**src/design/sd_regs_defs.svh**
```systemverilog
`ifndef SD_REGS_DEFS_SVH
`define SD_REGS_DEFS_SVH

// Register bus geometry
`define SD_WORD_W    32
`define SD_ADDR_W    5
`define SD_RAM_WORDS 8

// Writable bits of OCR and of the interrupt enable
`define SD_OCR_MASK     32'hff00_0000
`define SD_INTR_EN_MASK 32'h18d4_0000

// Latched status bit positions
`define SD_ST_NEW_CMD_SAVED      16
`define SD_ST_NEW_CMD_SAVED_MISS 17
`define SD_ST_NEW_CMD            18
`define SD_ST_NEW_CMD_MISS       19
`define SD_ST_RESET_CMD          21
`define SD_ST_DAT_DONE           25

`endif

```
**src/design/sd_regs_pkg.sv**
```systemverilog
`default_nettype none
`include "sd_regs_defs.svh"

package sd_regs_pkg;

   // Word addresses seen by the host
   typedef enum logic [`SD_ADDR_W-1:0] {
      ADDR_RAM0        = 5'd0,
      ADDR_STATUS      = 5'd8,
      ADDR_CSR_READ    = 5'd9,
      ADDR_SAVED_ARG   = 5'd10,
      ADDR_LAST_ARG    = 5'd11,
      ADDR_ERASE_START = 5'd12,
      ADDR_ERASE_END   = 5'd13,
      ADDR_BLOCK_LIMIT = 5'd14,
      ADDR_PRE_ERASE   = 5'd15,
      ADDR_BLOCKS_DONE = 5'd16,
      ADDR_OCR         = 5'd17,
      ADDR_SIZE        = 5'd18,
      ADDR_INTR_EN     = 5'd19,
      ADDR_CONTROL     = 5'd20,
      ADDR_CSR_SET     = 5'd21,
      ADDR_CSR_CLR     = 5'd22
   } reg_addr_e;

   typedef struct packed {
      logic                  we;
      logic                  re;
      logic [`SD_ADDR_W-1:0] addr;
      logic [`SD_WORD_W-1:0] wdata;
   } reg_req_t;

   typedef struct packed {
      logic new_cmd_saved;
      logic new_cmd;
      logic got_reset_cmd;
      logic dat_done;
   } dev_events_t;

   typedef struct packed {
      logic [2:0] dat_error_code;
      logic       pre_erase_used;
      logic       block_limit_used;
      logic       got_cmd8;
      logic       is_inactive;
      logic       last_cmd_valid;
      logic       last_cmd_ignored;
      logic       last_cmd_is_acmd;
      logic [5:0] last_cmd_index;
      logic       saved_cmd_is_acmd;
      logic [5:0] saved_cmd_index;
   } dev_status_t;

   // Word order follows addresses 9 to 16, first field is address 9
   typedef struct packed {
      logic [`SD_WORD_W-1:0] csr_read;
      logic [`SD_WORD_W-1:0] saved_cmd_arg;
      logic [`SD_WORD_W-1:0] last_cmd_arg;
      logic [`SD_WORD_W-1:0] erase_start;
      logic [`SD_WORD_W-1:0] erase_end;
      logic [`SD_WORD_W-1:0] block_limit;
      logic [`SD_WORD_W-1:0] pre_erase_count;
      logic [`SD_WORD_W-1:0] blocks_done;
   } snapshot_t;

   // prog_done sits in bit 0 of the CONTROL word
   typedef struct packed {
      logic start_read;
      logic start_write;
      logic prog_done;
   } ctrl_t;

   typedef enum logic [1:0] {
      RAM_IDLE,
      RAM_WRITE,
      RAM_READ
   } ram_state_e;

endpackage

`default_nettype wire

```
**src/design/cid_csd_ram.sv**
```systemverilog
`timescale 1ns/1ps
`default_nettype none
`include "sd_regs_defs.svh"

module cid_csd_ram import sd_regs_pkg::*; (
   input  logic                  clk,
   input  logic                  resetn,
   input  reg_req_t              req_i,
   input  logic [4:0]            dev_ram_addr_i,
   input  logic                  dev_ram_rd_i,
   output logic [7:0]            dev_ram_data_o,
   output logic                  rd_valid_o,
   output logic [`SD_WORD_W-1:0] rd_data_o
);

   localparam int word_aw = $clog2(`SD_RAM_WORDS);

   logic [7:0]            mem [`SD_RAM_WORDS*4];
   ram_state_e            state;
   logic [1:0]            byte_idx;
   logic [word_aw-1:0]    word_addr;
   logic [`SD_WORD_W-1:0] wr_word;
   logic [`SD_WORD_W-1:0] rd_word;
   logic                  rd_valid_q;
   logic                  ram_hit;

   assign ram_hit = req_i.addr < (ADDR_RAM0 + `SD_RAM_WORDS);

   // Byte-serial sequencer, four cycles per word in either direction
   always_ff @(posedge clk) begin
      if (!resetn) begin
         state      <= RAM_IDLE;
         byte_idx   <= '0;
         rd_valid_q <= 1'b0;
      end else begin
         rd_valid_q <= 1'b0;
         case (state)
            RAM_IDLE: begin
               byte_idx <= '0;
               if (ram_hit && req_i.we)
                  state <= RAM_WRITE;
               else if (ram_hit && req_i.re)
                  state <= RAM_READ;
            end
            RAM_WRITE: begin
               byte_idx <= byte_idx + 2'd1;
               if (byte_idx == 2'd3)
                  state <= RAM_IDLE;
            end
            RAM_READ: begin
               byte_idx <= byte_idx + 2'd1;
               if (byte_idx == 2'd3) begin
                  state      <= RAM_IDLE;
                  rd_valid_q <= 1'b1;
               end
            end
            default: state <= RAM_IDLE;
         endcase
      end
   end

   // Word buffers and the memory itself, MSB byte goes to the lowest address
   always_ff @(posedge clk) begin
      if (state == RAM_IDLE) begin
         word_addr <= req_i.addr[word_aw-1:0];
         wr_word   <= req_i.wdata;
      end else if (state == RAM_WRITE) begin
         mem[{word_addr, byte_idx}] <= wr_word[`SD_WORD_W-1 -: 8];
         wr_word <= wr_word << 8;
      end else if (state == RAM_READ) begin
         rd_word <= {rd_word[`SD_WORD_W-9:0], mem[{word_addr, byte_idx}]};
      end
   end

   // Card-side port runs alongside the host sequencer
   always_ff @(posedge clk) begin
      if (dev_ram_rd_i)
         dev_ram_data_o <= mem[dev_ram_addr_i];
   end

   assign rd_valid_o = rd_valid_q;
   assign rd_data_o  = rd_valid_q ? rd_word : '0;

   // Host must hold off while a memory access is in flight
   a_no_req_while_busy: assert property (@(posedge clk) disable iff (!resetn)
      (state != RAM_IDLE) |-> !(req_i.we || req_i.re));

endmodule

`default_nettype wire

```
**src/design/status_latch.sv**
```systemverilog
`timescale 1ns/1ps
`default_nettype none
`include "sd_regs_defs.svh"

module status_latch import sd_regs_pkg::*; (
   input  logic                  clk,
   input  logic                  resetn,
   input  reg_req_t              req_i,
   input  dev_events_t           dev_evt_i,
   input  dev_status_t           dev_stat_i,
   input  logic [`SD_WORD_W-1:0] intr_en_i,
   output logic                  status_read_o,
   output logic                  cmd_pending_o,
   output logic                  irq_o,
   output logic                  rd_valid_o,
   output logic [`SD_WORD_W-1:0] rd_data_o
);

   logic [`SD_WORD_W-1:0] evt_set;
   logic [`SD_WORD_W-1:0] latched_q;
   logic [`SD_WORD_W-1:0] current;
   logic [`SD_WORD_W-1:0] status_word;
   logic [`SD_WORD_W-1:0] rd_data_q;
   logic                  rd_valid_q;
   logic                  status_read;

   assign status_read = req_i.re && (req_i.addr == ADDR_STATUS);

   always_comb begin
      evt_set = '0;
      evt_set[`SD_ST_NEW_CMD_SAVED] = dev_evt_i.new_cmd_saved;
      evt_set[`SD_ST_NEW_CMD]       = dev_evt_i.new_cmd;
      evt_set[`SD_ST_RESET_CMD]     = dev_evt_i.got_reset_cmd;
      evt_set[`SD_ST_DAT_DONE]      = dev_evt_i.dat_done;
      // Repeat of a command event before the host looked
      evt_set[`SD_ST_NEW_CMD_SAVED_MISS] =
         dev_evt_i.new_cmd_saved & latched_q[`SD_ST_NEW_CMD_SAVED];
      evt_set[`SD_ST_NEW_CMD_MISS] = dev_evt_i.new_cmd & latched_q[`SD_ST_NEW_CMD];
   end

   assign current = latched_q | evt_set;

   always_ff @(posedge clk) begin
      if (!resetn)
         latched_q <= '0;
      else if (status_read)
         latched_q <= '0;
      else
         latched_q <= current;
   end

   // Level fields fill the gaps between the latched bits
   always_comb begin
      status_word        = current;
      status_word[28:26] = dev_stat_i.dat_error_code;
      status_word[24]    = dev_stat_i.pre_erase_used;
      status_word[23]    = dev_stat_i.block_limit_used;
      status_word[22]    = dev_stat_i.got_cmd8;
      status_word[20]    = dev_stat_i.is_inactive;
      status_word[15]    = dev_stat_i.last_cmd_valid;
      status_word[14]    = dev_stat_i.last_cmd_ignored;
      status_word[13]    = dev_stat_i.last_cmd_is_acmd;
      status_word[12:7]  = dev_stat_i.last_cmd_index;
      status_word[6]     = dev_stat_i.saved_cmd_is_acmd;
      status_word[5:0]   = dev_stat_i.saved_cmd_index;
   end

   always_ff @(posedge clk) begin
      if (!resetn)
         rd_valid_q <= 1'b0;
      else
         rd_valid_q <= status_read;
   end

   always_ff @(posedge clk) begin
      if (status_read)
         rd_data_q <= status_word;
   end

   assign status_read_o = status_read;
   // Control pulses wait until the saved command has been seen
   assign cmd_pending_o = current[`SD_ST_NEW_CMD_SAVED];
   assign irq_o         = |(status_word & intr_en_i);
   assign rd_valid_o    = rd_valid_q;
   assign rd_data_o     = rd_valid_q ? rd_data_q : '0;

endmodule

`default_nettype wire

```
**src/design/snapshot_regs.sv**
```systemverilog
`timescale 1ns/1ps
`default_nettype none
`include "sd_regs_defs.svh"

module snapshot_regs import sd_regs_pkg::*; (
   input  logic                  clk,
   input  logic                  resetn,
   input  reg_req_t              req_i,
   input  logic                  status_read_i,
   input  snapshot_t             dev_snap_i,
   output logic                  rd_valid_o,
   output logic [`SD_WORD_W-1:0] rd_data_o
);

   snapshot_t                        snap_in;
   snapshot_t                        snap_q;
   logic [0:7][`SD_WORD_W-1:0]       snap_words;
   logic [`SD_ADDR_W-1:0]            word_off;
   logic                             snap_hit;
   logic                             rd_valid_q;
   logic [`SD_WORD_W-1:0]            rd_data_q;

   // Pre-erase count is only 23 bits wide
   always_comb begin
      snap_in = dev_snap_i;
      snap_in.pre_erase_count[31:23] = '0;
   end

   always_ff @(posedge clk) begin
      if (!resetn)
         snap_q <= '0;
      else if (status_read_i)
         snap_q <= snap_in;
   end

   assign snap_words = snap_q;
   assign snap_hit   = req_i.re && (req_i.addr >= ADDR_CSR_READ) &&
                       (req_i.addr <= ADDR_BLOCKS_DONE);
   assign word_off   = req_i.addr - ADDR_CSR_READ;

   always_ff @(posedge clk) begin
      if (!resetn)
         rd_valid_q <= 1'b0;
      else
         rd_valid_q <= snap_hit;
   end

   always_ff @(posedge clk) begin
      if (snap_hit)
         rd_data_q <= snap_words[word_off[2:0]];
   end

   assign rd_valid_o = rd_valid_q;
   assign rd_data_o  = rd_valid_q ? rd_data_q : '0;

endmodule

`default_nettype wire

```
**src/design/config_regs.sv**
```systemverilog
`timescale 1ns/1ps
`default_nettype none
`include "sd_regs_defs.svh"

module config_regs import sd_regs_pkg::*; (
   input  logic                  clk,
   input  logic                  resetn,
   input  reg_req_t              req_i,
   input  logic                  device_reset_i,
   input  logic                  cmd_pending_i,
   output logic [7:0]            ocr_high_o,
   output logic [`SD_WORD_W-1:0] size_o,
   output logic [`SD_WORD_W-1:0] intr_en_o,
   output ctrl_t                 ctrl_o,
   output logic [`SD_WORD_W-1:0] csr_set_o,
   output logic [`SD_WORD_W-1:0] csr_clr_o,
   output logic                  rd_valid_o,
   output logic [`SD_WORD_W-1:0] rd_data_o
);

   logic [`SD_WORD_W-1:0] ocr_q;
   logic [`SD_WORD_W-1:0] size_q;
   logic [`SD_WORD_W-1:0] intr_en_q;
   ctrl_t                 ctrl_q;
   logic                  rd_valid_q;
   logic [`SD_WORD_W-1:0] rd_data_q;
   logic                  cfg_hit;

   // OCR and size follow the card, INTR_EN survives a card reset
   always_ff @(posedge clk) begin
      if (!resetn) begin
         ocr_q     <= '0;
         size_q    <= '0;
         intr_en_q <= '0;
      end else begin
         if (device_reset_i) begin
            ocr_q  <= '0;
            size_q <= '0;
         end else if (req_i.we && req_i.addr == ADDR_OCR) begin
            ocr_q <= req_i.wdata & `SD_OCR_MASK;
         end else if (req_i.we && req_i.addr == ADDR_SIZE) begin
            size_q <= req_i.wdata;
         end
         if (req_i.we && req_i.addr == ADDR_INTR_EN)
            intr_en_q <= req_i.wdata & `SD_INTR_EN_MASK;
      end
   end

   // Write-only registers hold their value for a single cycle
   always_ff @(posedge clk) begin
      if (!resetn) begin
         ctrl_q    <= '0;
         csr_set_o <= '0;
         csr_clr_o <= '0;
      end else begin
         ctrl_q    <= (req_i.we && req_i.addr == ADDR_CONTROL) ? req_i.wdata[2:0] : '0;
         csr_set_o <= (req_i.we && req_i.addr == ADDR_CSR_SET) ? req_i.wdata : '0;
         csr_clr_o <= (req_i.we && req_i.addr == ADDR_CSR_CLR) ? req_i.wdata : '0;
      end
   end

   // Also answers write-only and unmapped addresses, with zero
   assign cfg_hit = req_i.re && (req_i.addr >= ADDR_OCR);

   always_ff @(posedge clk) begin
      if (!resetn)
         rd_valid_q <= 1'b0;
      else
         rd_valid_q <= cfg_hit;
   end

   always_ff @(posedge clk) begin
      if (cfg_hit) begin
         case (req_i.addr)
            ADDR_OCR:     rd_data_q <= ocr_q;
            ADDR_SIZE:    rd_data_q <= size_q;
            ADDR_INTR_EN: rd_data_q <= intr_en_q;
            default:      rd_data_q <= '0;
         endcase
      end
   end

   assign ocr_high_o = ocr_q[31:24];
   assign size_o     = size_q;
   assign intr_en_o  = intr_en_q;
   assign ctrl_o     = cmd_pending_i ? '0 : ctrl_q;
   assign rd_valid_o = rd_valid_q;
   assign rd_data_o  = rd_valid_q ? rd_data_q : '0;

   // A pending command still holds one cycle later, so no pulse escapes
   a_ctrl_gated: assert property (@(posedge clk) disable iff (!resetn)
      cmd_pending_i |=> (ctrl_o == '0));

endmodule

`default_nettype wire

```
**src/design/sd_reg_block.sv**
```systemverilog
`timescale 1ns/1ps
`default_nettype none
`include "sd_regs_defs.svh"

module sd_reg_block import sd_regs_pkg::*; (
   input  logic                  clk,
   input  logic                  resetn,
   input  reg_req_t              req_i,
   input  dev_events_t           dev_evt_i,
   input  dev_status_t           dev_stat_i,
   input  snapshot_t             dev_snap_i,
   input  logic [4:0]            dev_ram_addr_i,
   input  logic                  dev_ram_rd_i,
   output logic [7:0]            dev_ram_data_o,
   output ctrl_t                 ctrl_o,
   output logic [`SD_WORD_W-1:0] csr_set_o,
   output logic [`SD_WORD_W-1:0] csr_clr_o,
   output logic [7:0]            ocr_high_o,
   output logic [`SD_WORD_W-1:0] size_o,
   output logic                  irq_o,
   output logic                  rd_valid_o,
   output logic [`SD_WORD_W-1:0] rd_data_o
);

   logic                  status_read;
   logic                  cmd_pending;
   logic [`SD_WORD_W-1:0] intr_en;
   logic                  ram_valid;
   logic                  stat_valid;
   logic                  snap_valid;
   logic                  cfg_valid;
   logic [`SD_WORD_W-1:0] ram_data;
   logic [`SD_WORD_W-1:0] stat_data;
   logic [`SD_WORD_W-1:0] snap_data;
   logic [`SD_WORD_W-1:0] cfg_data;

   cid_csd_ram u_ram (
      .*,
      .rd_valid_o (ram_valid),
      .rd_data_o  (ram_data)
   );

   status_latch u_status (
      .*,
      .intr_en_i     (intr_en),
      .status_read_o (status_read),
      .cmd_pending_o (cmd_pending),
      .rd_valid_o    (stat_valid),
      .rd_data_o     (stat_data)
   );

   snapshot_regs u_snap (
      .*,
      .status_read_i (status_read),
      .rd_valid_o    (snap_valid),
      .rd_data_o     (snap_data)
   );

   config_regs u_cfg (
      .*,
      .device_reset_i (dev_evt_i.got_reset_cmd),
      .cmd_pending_i  (cmd_pending),
      .intr_en_o      (intr_en),
      .rd_valid_o     (cfg_valid),
      .rd_data_o      (cfg_data)
   );

   // Idle sources drive zero, so a plain OR merges the answers
   assign rd_valid_o = ram_valid | stat_valid | snap_valid | cfg_valid;
   assign rd_data_o  = ram_data | stat_data | snap_data | cfg_data;

   a_one_answer: assert property (@(posedge clk) disable iff (!resetn)
      $onehot0({ram_valid, stat_valid, snap_valid, cfg_valid}));

   // Register reads take one cycle and nothing may overlap them
   a_read_spacing: assert property (@(posedge clk) disable iff (!resetn)
      (req_i.re && req_i.addr >= `SD_RAM_WORDS) |=> !(req_i.we || req_i.re));

endmodule

`default_nettype wire

```
**config.mk**
```make
export PLATFORM = sky130hd
export DESIGN_NAME = sd_reg_block
export DESIGN_NICKNAME = d
export VERILOG_FILES = /design/src/design/sd_regs_pkg.sv /design/src/design/cid_csd_ram.sv /design/src/design/status_latch.sv /design/src/design/snapshot_regs.sv /design/src/design/config_regs.sv /design/src/design/sd_reg_block.sv
export VERILOG_INCLUDE_DIRS = /design/src /design/src/design
export SDC_FILE = /design/constraint.sdc
export NUM_CORES = 1
export LEC_CHECK = 0
export BUFFER_PORTS_ARGS = -buffer_cell sky130_fd_sc_hd__buf_2
export CORE_AREA = 2 2 275 277
export DETAILED_ROUTE_END_ITERATION = 6
export DIE_AREA = 0 0 277 279
export RECOVER_POWER = 100
export SLEW_MARGIN = 20
export SYNTH_ARGS = -nofsm -noshare
export SYNTH_HDL_FRONTEND = slang
export SYNTH_SLANG_ARGS = --single-unit
```
**constraint.sdc**
```tcl
create_clock -name clk -period 8.8 [get_ports clk]
set_clock_uncertainty 0.05 [all_clocks]
set_input_delay 0.44 -clock clk [delete_from_list [all_inputs] [get_ports clk]]
set_output_delay 0.44 -clock clk [all_outputs]
set_load 0.005 [all_outputs]
```
==> impl.org, run 1 <==
** Power and ir drop
- Maximum VDD drop :: 0.127 mV
- Leakage dissipation :: 14.0 nW
- Power density relative to cell area :: 206 mW/mm2

** Floorplanning
- Die Wd :: 277 um
- Measured along the y axis, the die boundary spans 279 um.
- Row generation in the floorplan step produced 100 rows.
- The die covers 0.0773 mm2.
- I/O pins :: 479
- Area inside the core boundary :: 0.0741 mm2
- For this configuration, the core starts out at a cell density of 44.8%.

** Worst setup path
- Reg-to-reg critical path startpoint :: u_ram.byte_idx[0]$_SDFFE_PN0P_
- Count of buffering cells on the critical path with inverters included :: 3
- The critical path in this run is classified as in -> reg.
- STA classifies the critical path endpoint as a flop.
- Crit Path Max Fanout :: 55
- The number of cells on the worst reg-to-reg path is 4.
- For the worst setup path, the data required time is 9.10 ns.
- In this design, the stage delay of the slowest critical-path cell is 3.01 ns.
- The cell family contributing the most delay on the critical path is buffers and inverters.
- R2R setup slack :: 4.31 ns
- Terminus of the critical flop-to-flop path :: u_ram.rd_word[3]$_DFFE_PP_
- STA classifies the critical path startpoint as a primary input.
- On the critical path, the stage with the largest delay is an instance of sky130_fd_sc_hd__clkbuf_1.
- Ordered list of cells on the worst path :: buf_4 -> inv_1 -> ha_1 -> clkbuf_1 -> mux4_2 -> mux2_1
- Arrival time of data at the critical path endpoint :: 6.33 ns
- Worst setup path startpoint :: req_i[32]

** Clocking
- CTS tree :: yes
- Clock-pin slew was measured on the worst setup and hold paths at 0.06 ns.
- Number of sinks on the clock net :: 798
- After clock tree synthesis, the setup repair step added 0 buffers.
- Later-pin clock latency in the skew report :: 0.64 ns
- Post-CTS Hold Fix Bufs :: 122
- The clock passes through at most 3 buffers.
- Count of instances resized after the clock tree is built :: 0
- The tree is rooted in a sky130_fd_sc_hd__clkbuf_16.
- Clock buffer count from CTS :: 83
- H-Tree Level Count :: 3

** Synthesis
- Count of synthesis-stage warnings from yosys :: 0
- Counting every instance in the synthesized netlist gives 2,539.
- The synthesized design contains 798 register bits.
- By instance count, the leading cell after synthesis is sky130_fd_sc_hd__nand2_1.
- Yosys attributes the largest share of cell area to sky130_fd_sc_hd__edfxtp_1, sky130_fd_sc_hd__dfxtp_1, sky130_fd_sc_hd__mux4_2.
- Synthesized netlist net count :: 2,883
- Synth Area per Inst :: 13.1 um2
- Dominant register cell in the synthesized netlist :: sky130_fd_sc_hd__edfxtp_1
- Main combinational cell family by area after synthesis :: multiplexers
- Register area share after synthesis :: 60.9%
- Summing the areas of all fa, ha and maj instances in the mapped netlist gives 0.528% of the synthesized area.
- Number of flops mapped to enable cells by yosys :: 424
- After synthesis, the most frequently instantiated cells are sky130_fd_sc_hd__nand2_1, sky130_fd_sc_hd__edfxtp_1, sky130_fd_sc_hd__dfxtp_1, sky130_fd_sc_hd__a21boi_0, sky130_fd_sc_hd__mux4_2.
- Area share of xor/xnor cells in the synthesized design :: 0.0264%
- Summing the areas of all compound-gate instances in the mapped netlist gives 9.31% of the synthesized area.
- The synthesized netlist devotes 10.5% of its cell area to simple gates.
- In the synthesized netlist, mux cells make up 16.0% of the area.
- Yosys mapped the design onto 42 distinct sky130hd cell types.
- The biggest area contributor in the post-synthesis netlist is sky130_fd_sc_hd__edfxtp_1.
- Synth async-reset ratio :: 0%
- Proportion of netlist area held by the largest area contributor :: 38.4%
- The mapped netlist covers 0.0332 mm2.

** Layout
- Once layout is done, the placed cells without fillers occupy 0.0401 mm2.
- Across the whole layout, storage elements account for 0.0202 mm2.
- Compared with the post-synthesis result, the final layout area differs by 20.8%.
- Area of the multi-input gates :: 0.0121 mm2
- Post-route non-filler standard cell count :: 4,119
- Fraction of final layout cells sized beyond drive strength 1 :: 23.4%
- Layout filler cell count :: 6,323
- NumNets Final :: 3,394

** Hold path
- Worst Hold End :: u_snap.snap_q[198]$_SDFFE_PN0P_
- Worst hold path cell count :: 3
- The worst hold path belongs to the class in -> reg.
- Startpoint of the most critical hold path :: dev_snap_i[198]

** Place
- DP Wirelength :: 68,300 um
- Once placement completed, the tool counted placed cells totaling 3,805.
- Once placement finished, the instance area stood at 0.0362 mm2.
- The congestion estimate from routability-driven global placement came to 0.863.
- IO buf count :: 469

** Timing
- Dividing the final minimum period by the clock period gives 68.5%.
- Final hold viol count :: 0
- For the finished layout, the period the worst path requires is 6.03 ns.
- Slew at the pin closest to its max-slew limit :: 4.33 ns
- Unrepaired setup endpoints after global routing :: no
- Setup violators final :: 0
- Aggregate negative setup slack :: 0 ns
- The worst pin sits at a relative slew slack of -189%.
- The max-slew violation total from the final report came to 399.
- Highest Clock Rate :: 166 MHz

** Flow run
- Max-capacitance violation count :: 11

** GRT
- Grt total ovfl :: 0
- Global-route wire length before repair :: 147,000 um
- Via count of the first global-routing pass :: 23,200
- Global routing used 25.6% of the available tracks across all layers.
- Entering global routing, the biggest net connects 195 pins.
- The initial antenna violation count is 34.

** Drt
- Average detailed-routed wire length per instance :: 24.3 um
- Dividing the detail-routed via count by the number of cells gives 5.56.
- The final layout contains routed wiring with a total length of 100,000 um.
- For this block, the via count after detailed routing is 22,900.
- Number of detailed-route iterations in the first pass :: 7
- In the routed design, unresolved DRC markers number 3.
- The detail route stage leaves a number of antenna-violating nets equal to 0.
- 1st-iter DRT viols :: 2,213

** Run status
- The checks that failed: design-rule violations, max-capacitance violations, max-slew violations.
- The flow ran to the end, but the final reports show violations.
## cells by family after synthesis
logic type      Yosys count
buf+inv                 211
mux                     272
simple gates            822
xor+xnor                  1
compound gates          421
fa+ha+maj                14
flops                   798
## power by group
| part | leakage (nW) | internal [mW] | switching [mW] |
|---|---|---|---|
| registers | 6.89 | 4.03 | 0.0602 |
| clock network | 1.35 | 2.10 | 1.50 |
| logic | 5.78 | 0.247 | 0.313 |
## worst max path at each step
stage                                         to  cells after the start
2_1_floorplan      u_snap.rd_data_q[0]$_DFFE_PP_                      6
3_3_place_gp     u_snap.snap_q[101]$_SDFFE_PN0P_                      9
3_5_place_dp       u_snap.snap_q[5]$_SDFFE_PN0P_                      9
4_1_cts          u_snap.snap_q[232]$_SDFFE_PN0P_                      9
5_1_grt        u_ram.dev_ram_data_o[1]$_DFFE_PP_                      5
6_report          u_snap.rd_data_q[22]$_DFFE_PP_                      6
## stage by stage
step	total power, mW	utilization, %	setup slack, ns	hold slack [ns]
after floorplan	4.43	-	5.24	0.377
final	8.25	54.1	2.77	0.0196
after global routing	8.51	54.1	2.33	0.0203
after global placement	4.67	48.8	4.05	0.382
after CTS	8.30	54.3	4.55	0.000361
after detailed placement	4.68	48.8	3.91	0.389
## state kept, by name, indices dropped and copies added (netlist names), 6 cells and up
signal                count
u_status.latched_q        6
u_cfg.csr_clr_o          32
u_ram.dev_ram_data_o      8
u_cfg.ocr_q               8
u_cfg.rd_data_q          32
u_cfg.csr_set_o          32
u_cfg.size_o             32
u_ram.wr_word            32
u_cfg.intr_en_o           6
u_snap.snap_q           247
u_snap.rd_data_q         32
u_status.rd_data_q       29
u_ram.rd_word            32
u_ram.mem               256
## metal layers
layer / wire [um] / vias up / GRT usage (%)
li1: - / 10400 / -
met5: 13 / - / 0
met1: 39700 / 11600 / 32.8
met2: 50700 / 826 / 43.7
met4: 3200 / 2 / 10.0
met3: 6630 / 157 / 4.09
## layout make-up
type,instances,share of cell area (%)
sequential,798,50.5
multi-input combinational,1530,30.2
timing repair buffer,623,9.00
clock buffer,112,5.88
tap,969,3.03
clock inverter,42,1.09
antenna,31,0.194
inverter,14,0.162
## placed cells by master, fill, tap and decap left out, drive strengths merged, types with 2 or more instances in the layout
cell | synthesis | layout
o2bb2ai | 9 | 9
inv | 14 | 18
bufinv | 0 | 7
nand3b | 2 | 2
clkinvlp | 0 | 8
clkinv | 0 | 23
a21boi | 255 | 255
mux2i | 9 | 9
edfxtp | 424 | 424
dlygate4sd3 | 0 | 122
dfxtp | 374 | 374
and3b | 2 | 2
nand2 | 618 | 618
a22oi | 90 | 90
a22o | 10 | 10
o21ai | 3 | 3
clkbuf | 114 | 249
or3 | 2 | 2
diode | 0 | 31
mux2 | 64 | 64
and2 | 37 | 37
nand2b | 2 | 2
nor2 | 40 | 40
nand4 | 8 | 8
a21o | 3 | 3
ha | 14 | 14
or2 | 5 | 5
and3 | 76 | 76
or4 | 2 | 2
a222oi | 7 | 7
mux4 | 199 | 199
nor4bb | 4 | 4
nand3 | 17 | 17
nor3 | 3 | 3
nor2b | 2 | 2
buf | 83 | 364
a21oi | 42 | 42
## tightest hold or removal path: cells and delay by family
family / cells / cell delay (ns)
and+or+nand+nor: 1 / 0.04
buffers and inverters: 1 / 0.10
AOI/OAI and AO/OA: 1 / 0.06
No activity file was read; power rests on OpenSTA's default activity.
==> inputs of run 2 (changes only) <==
Settings changed: ABC_AREA from default to 1, CORE_AREA 2 2 275 277 to 2 2 277 279, DIE_AREA 0 0 277 279 to 0 0 279 281, PLACE_DENSITY from default to 0.67.
Clock period 8.8 ns to 5 ns, I/O delays scaled along.
==> impl.org, run 2 <==
** Run status
- Run status :: finished, violations left (unchanged)
- Violated checks :: max-capacitance violations, max-slew violations (was design-rule violations, max-capacitance violations, max-slew violations)

** Drt
- 1st-iter DRT viols :: 3,099 (was 2,213)
- The antenna violation net count after detailed routing came to 0 (unchanged).
- DRC :: 0 (was 3)
- Total via count in the routed design :: 30,700 (was 22,900)
- The first-pass iteration count of the detailed router was 6 (was 7).
- Average detailed-routed wire length per instance :: 20.6 um (was 24.3 um)
- The detailed-route wire length came to 116,000 um (was 100,000 um).
- The via density per instance was 5.46 (was 5.56).

** Timing
- Post-layout min period :: 3.96 ns
- Slew at the pin closest to its max-slew limit :: 3.16 ns (was 4.33 ns)
- Minimum setup slack in the final design :: 1.04 ns (was 2.77 ns)
- Setup violators final :: 0 (unchanged)
- Highest Clock Rate :: 252 MHz
- Hold WS :: 0.186 ns (was 0.0196 ns)
- Final hold viol count :: 0 (unchanged)
- Unrepaired setup endpoints after global routing :: no (unchanged)
- The worst slew slack as a fraction of its limit is -111% (was -189%).
- The max-slew violation total from the final report came to 399 (unchanged).
- Crit share post-route :: 79.3%
- The total negative setup slack is 0 ns (unchanged).

** Hold path
- Hold/Removal Path Class :: in -> reg (unchanged)

** Worst setup path
- Kind of launch point of the worst setup path :: primary input (unchanged)
- The number of cell instances on the worst register-to-register path came to 5 (was 4).
- The delay of the slowest cell on the worst path was 2.28 ns (was 3.01 ns).
- Worst setup path category :: in -> reg (unchanged)
- The beginning of the worst register-to-register path is u_ram.byte_idx[1]$_SDFFE_PN0P_ (was u_ram.byte_idx[0]$_SDFFE_PN0P_).
- Worst setup path startpoint :: dev_ram_addr_i[0] (was req_i[32])
- R2R setup slack :: 1.05 ns (was 4.31 ns)
- The data arrival at the endpoint of the critical path was 4.40 ns (was 6.33 ns).
- Ordered list of cells on the worst path :: buf_4 -> buf_4 -> clkbuf_1 -> nand2_1 -> nand3_1 -> nand3_1 -> nand2_1 -> nand2_1 -> nand2_1 -> nand2_1 -> nand2_1 (was buf_4 -> inv_1 -> ha_1 -> clkbuf_1 -> mux4_2 -> mux2_1)
- Required time of the critical path :: 5.43 ns (was 9.10 ns)
- The timing endpoint of the critical path was u_ram.dev_ram_data_o[6]$_DFFE_PP_ (was u_snap.rd_data_q[22]$_DFFE_PP_).
- The end of the worst register-to-register path is u_ram.mem[24][2]$_DFFE_PP_ (was u_ram.rd_word[3]$_DFFE_PP_).
- The cell that appears most often on the critical path is sky130_fd_sc_hd__nand2_1.
- Crit Path Max Fanout :: 59 (was 55)
- Category of the worst setup path capture point :: flop (unchanged)
- The master of the slowest instance on the critical path is sky130_fd_sc_hd__clkbuf_1 (unchanged).

** Clocking
- The buffer depth of the longest clock path was 3 (unchanged).
- The total clock buffers created by CTS was 85 (was 83).
- CTS tree :: yes (unchanged)
- The number of buffers inserted by post-CTS setup repair came to 0 (unchanged).
- The deepest level of the CTS H-tree came to 3 (unchanged).
- Number of sinks on the clock net :: 798 (unchanged)
- Count of instances resized after the clock tree is built :: 0 (unchanged)
- The root buffer cell was sky130_fd_sc_hd__clkbuf_16 (unchanged).
- Post-CTS clock slew at the launch and capture registers of the worst setup and hold paths :: 0.06 ns (about the same)
- The clock insertion delay at the later pin of the skew report was 0.66 ns (was 0.64 ns).

** Layout
- The area occupied by multi-input gates is 0.0116 mm2 (was 0.0121 mm2).
- Most frequent cells in the layout :: sky130_fd_sc_hd__nand2_1, sky130_fd_sc_hd__nor2_1, sky130_fd_sc_hd__edfxtp_1 (was sky130_fd_sc_hd__nand2_1, sky130_fd_sc_hd__edfxtp_1, sky130_fd_sc_hd__dfxtp_1)
- The layout overhead on the synthesized area came to 25.6% (was 20.8%).
- The number of flip-flops under the largest register name was 256 (unchanged).
- Register with the highest flop count :: u_ram.mem (unchanged)
- The layout cell share with drive strength beyond 1 came to 10.7% (was 23.4%).
- Footprint of the flip-flops and latches :: 0.0202 mm2 (about the same)
- Post-route non-filler standard cell count :: 5,635 (was 4,119)
- Largest regs: u_ram.mem x256, u_snap.snap_q x247 (unchanged).
- The most common library cell in the layout ignoring fill and taps is sky130_fd_sc_hd__nand2_1 (unchanged).
- The core utilization of the finished layout came to 56.1% (was 54.1%).
- The number of fillers in the final layout is 6,538 (was 6,323).
- NumNets Final :: 4,923 (was 3,394)

** Place
- IO buf count :: 469 (unchanged)
- Setup WS pre-CTS :: 1.68 ns (was 3.91 ns)
- The last weighted congestion value of the routability-driven placer was 0.894 (was 0.863).
- The cell count after placement is 5,150 (was 3,805).
- DP Wirelength :: 72,600 um (was 68,300 um)

** Floorplanning
- The width of the die is 279 um (was 277 um).
- Die Outline Area :: 0.0784 mm2 (was 0.0773 mm2)
- The I/O pin total is 479 (unchanged).
- Effective utilization at floorplan :: 44.7% (was 44.8%)
- Vertical die dimension :: 281 um (was 279 um)
- Cell Rows :: 101 (was 100)
- Area inside the core boundary :: 0.0754 mm2 (was 0.0741 mm2)

** GRT
- Global-route wire length before repair :: 173,000 um (was 147,000 um)
- The aggregate global routing overflow came to 0 (unchanged).
- The initial antenna violation count came to 10 (was 34).
- The pin count of the biggest net entering global routing was 105 (was 195).
- The global router's overall resource usage was 28.7% (was 25.6%).
- Via count of the first global-routing pass :: 29,700 (was 23,200)

** Synthesis
- The average cell area after synthesis came to 8.61 um2 (was 13.1 um2).
- Leading area contributor after synthesis :: sky130_fd_sc_hd__edfxtp_1 (unchanged)
- Commonest cells in the synthesized netlist :: sky130_fd_sc_hd__nand2_1, sky130_fd_sc_hd__nor2_1, sky130_fd_sc_hd__edfxtp_1, sky130_fd_sc_hd__dfxtp_1, sky130_fd_sc_hd__o21ai_0 (was sky130_fd_sc_hd__nand2_1, sky130_fd_sc_hd__edfxtp_1, sky130_fd_sc_hd__dfxtp_1, sky130_fd_sc_hd__a21boi_0, sky130_fd_sc_hd__mux4_2)
- The area of the mapped netlist was 0.0337 mm2 (was 0.0332 mm2).
- The count of different cell masters after synthesis is 30 (was 42).
- The proportion of netlist area held by the largest area contributor is 37.8% (was 38.4%).
- Synthesized netlist net count :: 4,259 (was 2,883)
- The dominant cell by count in the synthesized netlist is sky130_fd_sc_hd__nand2_1 (unchanged).
- The portion of the post-synthesis area used by sequential elements came to 60.0% (was 60.9%).
- Ranking of synthesized cells by area :: sky130_fd_sc_hd__edfxtp_1, sky130_fd_sc_hd__dfxtp_1, sky130_fd_sc_hd__nand2_1 (was sky130_fd_sc_hd__edfxtp_1, sky130_fd_sc_hd__dfxtp_1, sky130_fd_sc_hd__mux4_2)
- Dominant register cell in the synthesized netlist :: sky130_fd_sc_hd__edfxtp_1 (unchanged)
- The instance count of the mapped netlist came to 3,915 (was 2,539).
- The count of yosys warnings during synthesis was 0 (unchanged).
- Synth async-reset ratio :: 0% (unchanged)
- Total of flip-flops plus latches after synthesis :: 798 (unchanged)
- The count of flip-flops with a built-in enable after synthesis was 424 (unchanged).

** Power and ir drop
- The maximum vdd drop was 0.261 mV (was 0.127 mV).
- Leakage dissipation :: 16.0 nW (was 14.0 nW)
- The ratio of total power to cell area is 394 mW/mm2 (was 206 mW/mm2).

** Flow run
- Max-capacitance violation count :: 11 (unchanged)
-- run 2: area by class of cell --
cell class                 instances  area share, %
clock buffer                     118           5.51
inverter                         225           2.02
timing repair buffer             834           13.5
tap                              978           2.89
clock inverter                    38          0.917
multi-input combinational       2635           27.3
sequential                       798           47.8
antenna                            9         0.0532
-- run 2: metal layers --
layer  share of wire [%]  up-vias  track usage, %
li1                    -    14300               -
met3                 8.0      330            4.95
met5               0.045        -               0
met2                  47     1537            47.7
met4                 5.5        8            15.5
met1                  39    14600            35.8
-- run 2: worst min path at each step --
stage / from / end / slack (ns) / depth (start not counted)
floorplan: req_i[32] / u_ram.word_addr[0]$_DFFE_PP_ / 0.30 / 0
global placement: dev_stat_i[9] / u_status.rd_data_q[9]$_DFFE_PP_ / 0.38 / 1
detailed placement: dev_stat_i[1] / u_status.rd_data_q[1]$_DFFE_PP_ / 0.38 / 1
CTS: dev_ram_addr_i[3] / u_ram.dev_ram_data_o[4]$_DFFE_PP_ / 0.15 / 5
global route: dev_ram_addr_i[3] / u_ram.dev_ram_data_o[4]$_DFFE_PP_ / 0.20 / 5
finish: dev_ram_addr_i[3] / u_ram.dev_ram_data_o[4]$_DFFE_PP_ / 0.19 / 5
-- run 2: cell families after synthesis --
family	synth area share [%]
xor+xnor	0.0483
flops	60.0
compound gates	12.0
fa+ha+maj	0.520
simple gates	21.6
buf+inv	5.73
-- run 2: where the power goes --
group          switching [mW]  internal (mW)
registers               0.301           7.65
logic                    1.78          0.718
clock network            2.71           3.50
total                    4.79           11.9
-- run 2: through the flow --
| stage | cell area (um2) | total power [mW] |
|---|---|---|
| after CTS | 42500 | 16.7 |
| final | 42300 | 16.7 |
| after floorplan | 33700 | 9.24 |
| after global placement | 36600 | 10.3 |
| after global routing | 42300 | 17.2 |
| after detailed placement | 36600 | 10.3 |
-- run 2: worst max-delay path, delay by kind of cell --
kind | cells | cell delay (ns)
and+or+nand+nor | 8 | 0.99
buffers and inverters | 3 | 3.05
-- run 2: timing repair --
action	4_1_cts	5_1_grt
endpoints found under the setup margin	0	0
endpoints found under the hold margin	433	0
hold buffers	316	0
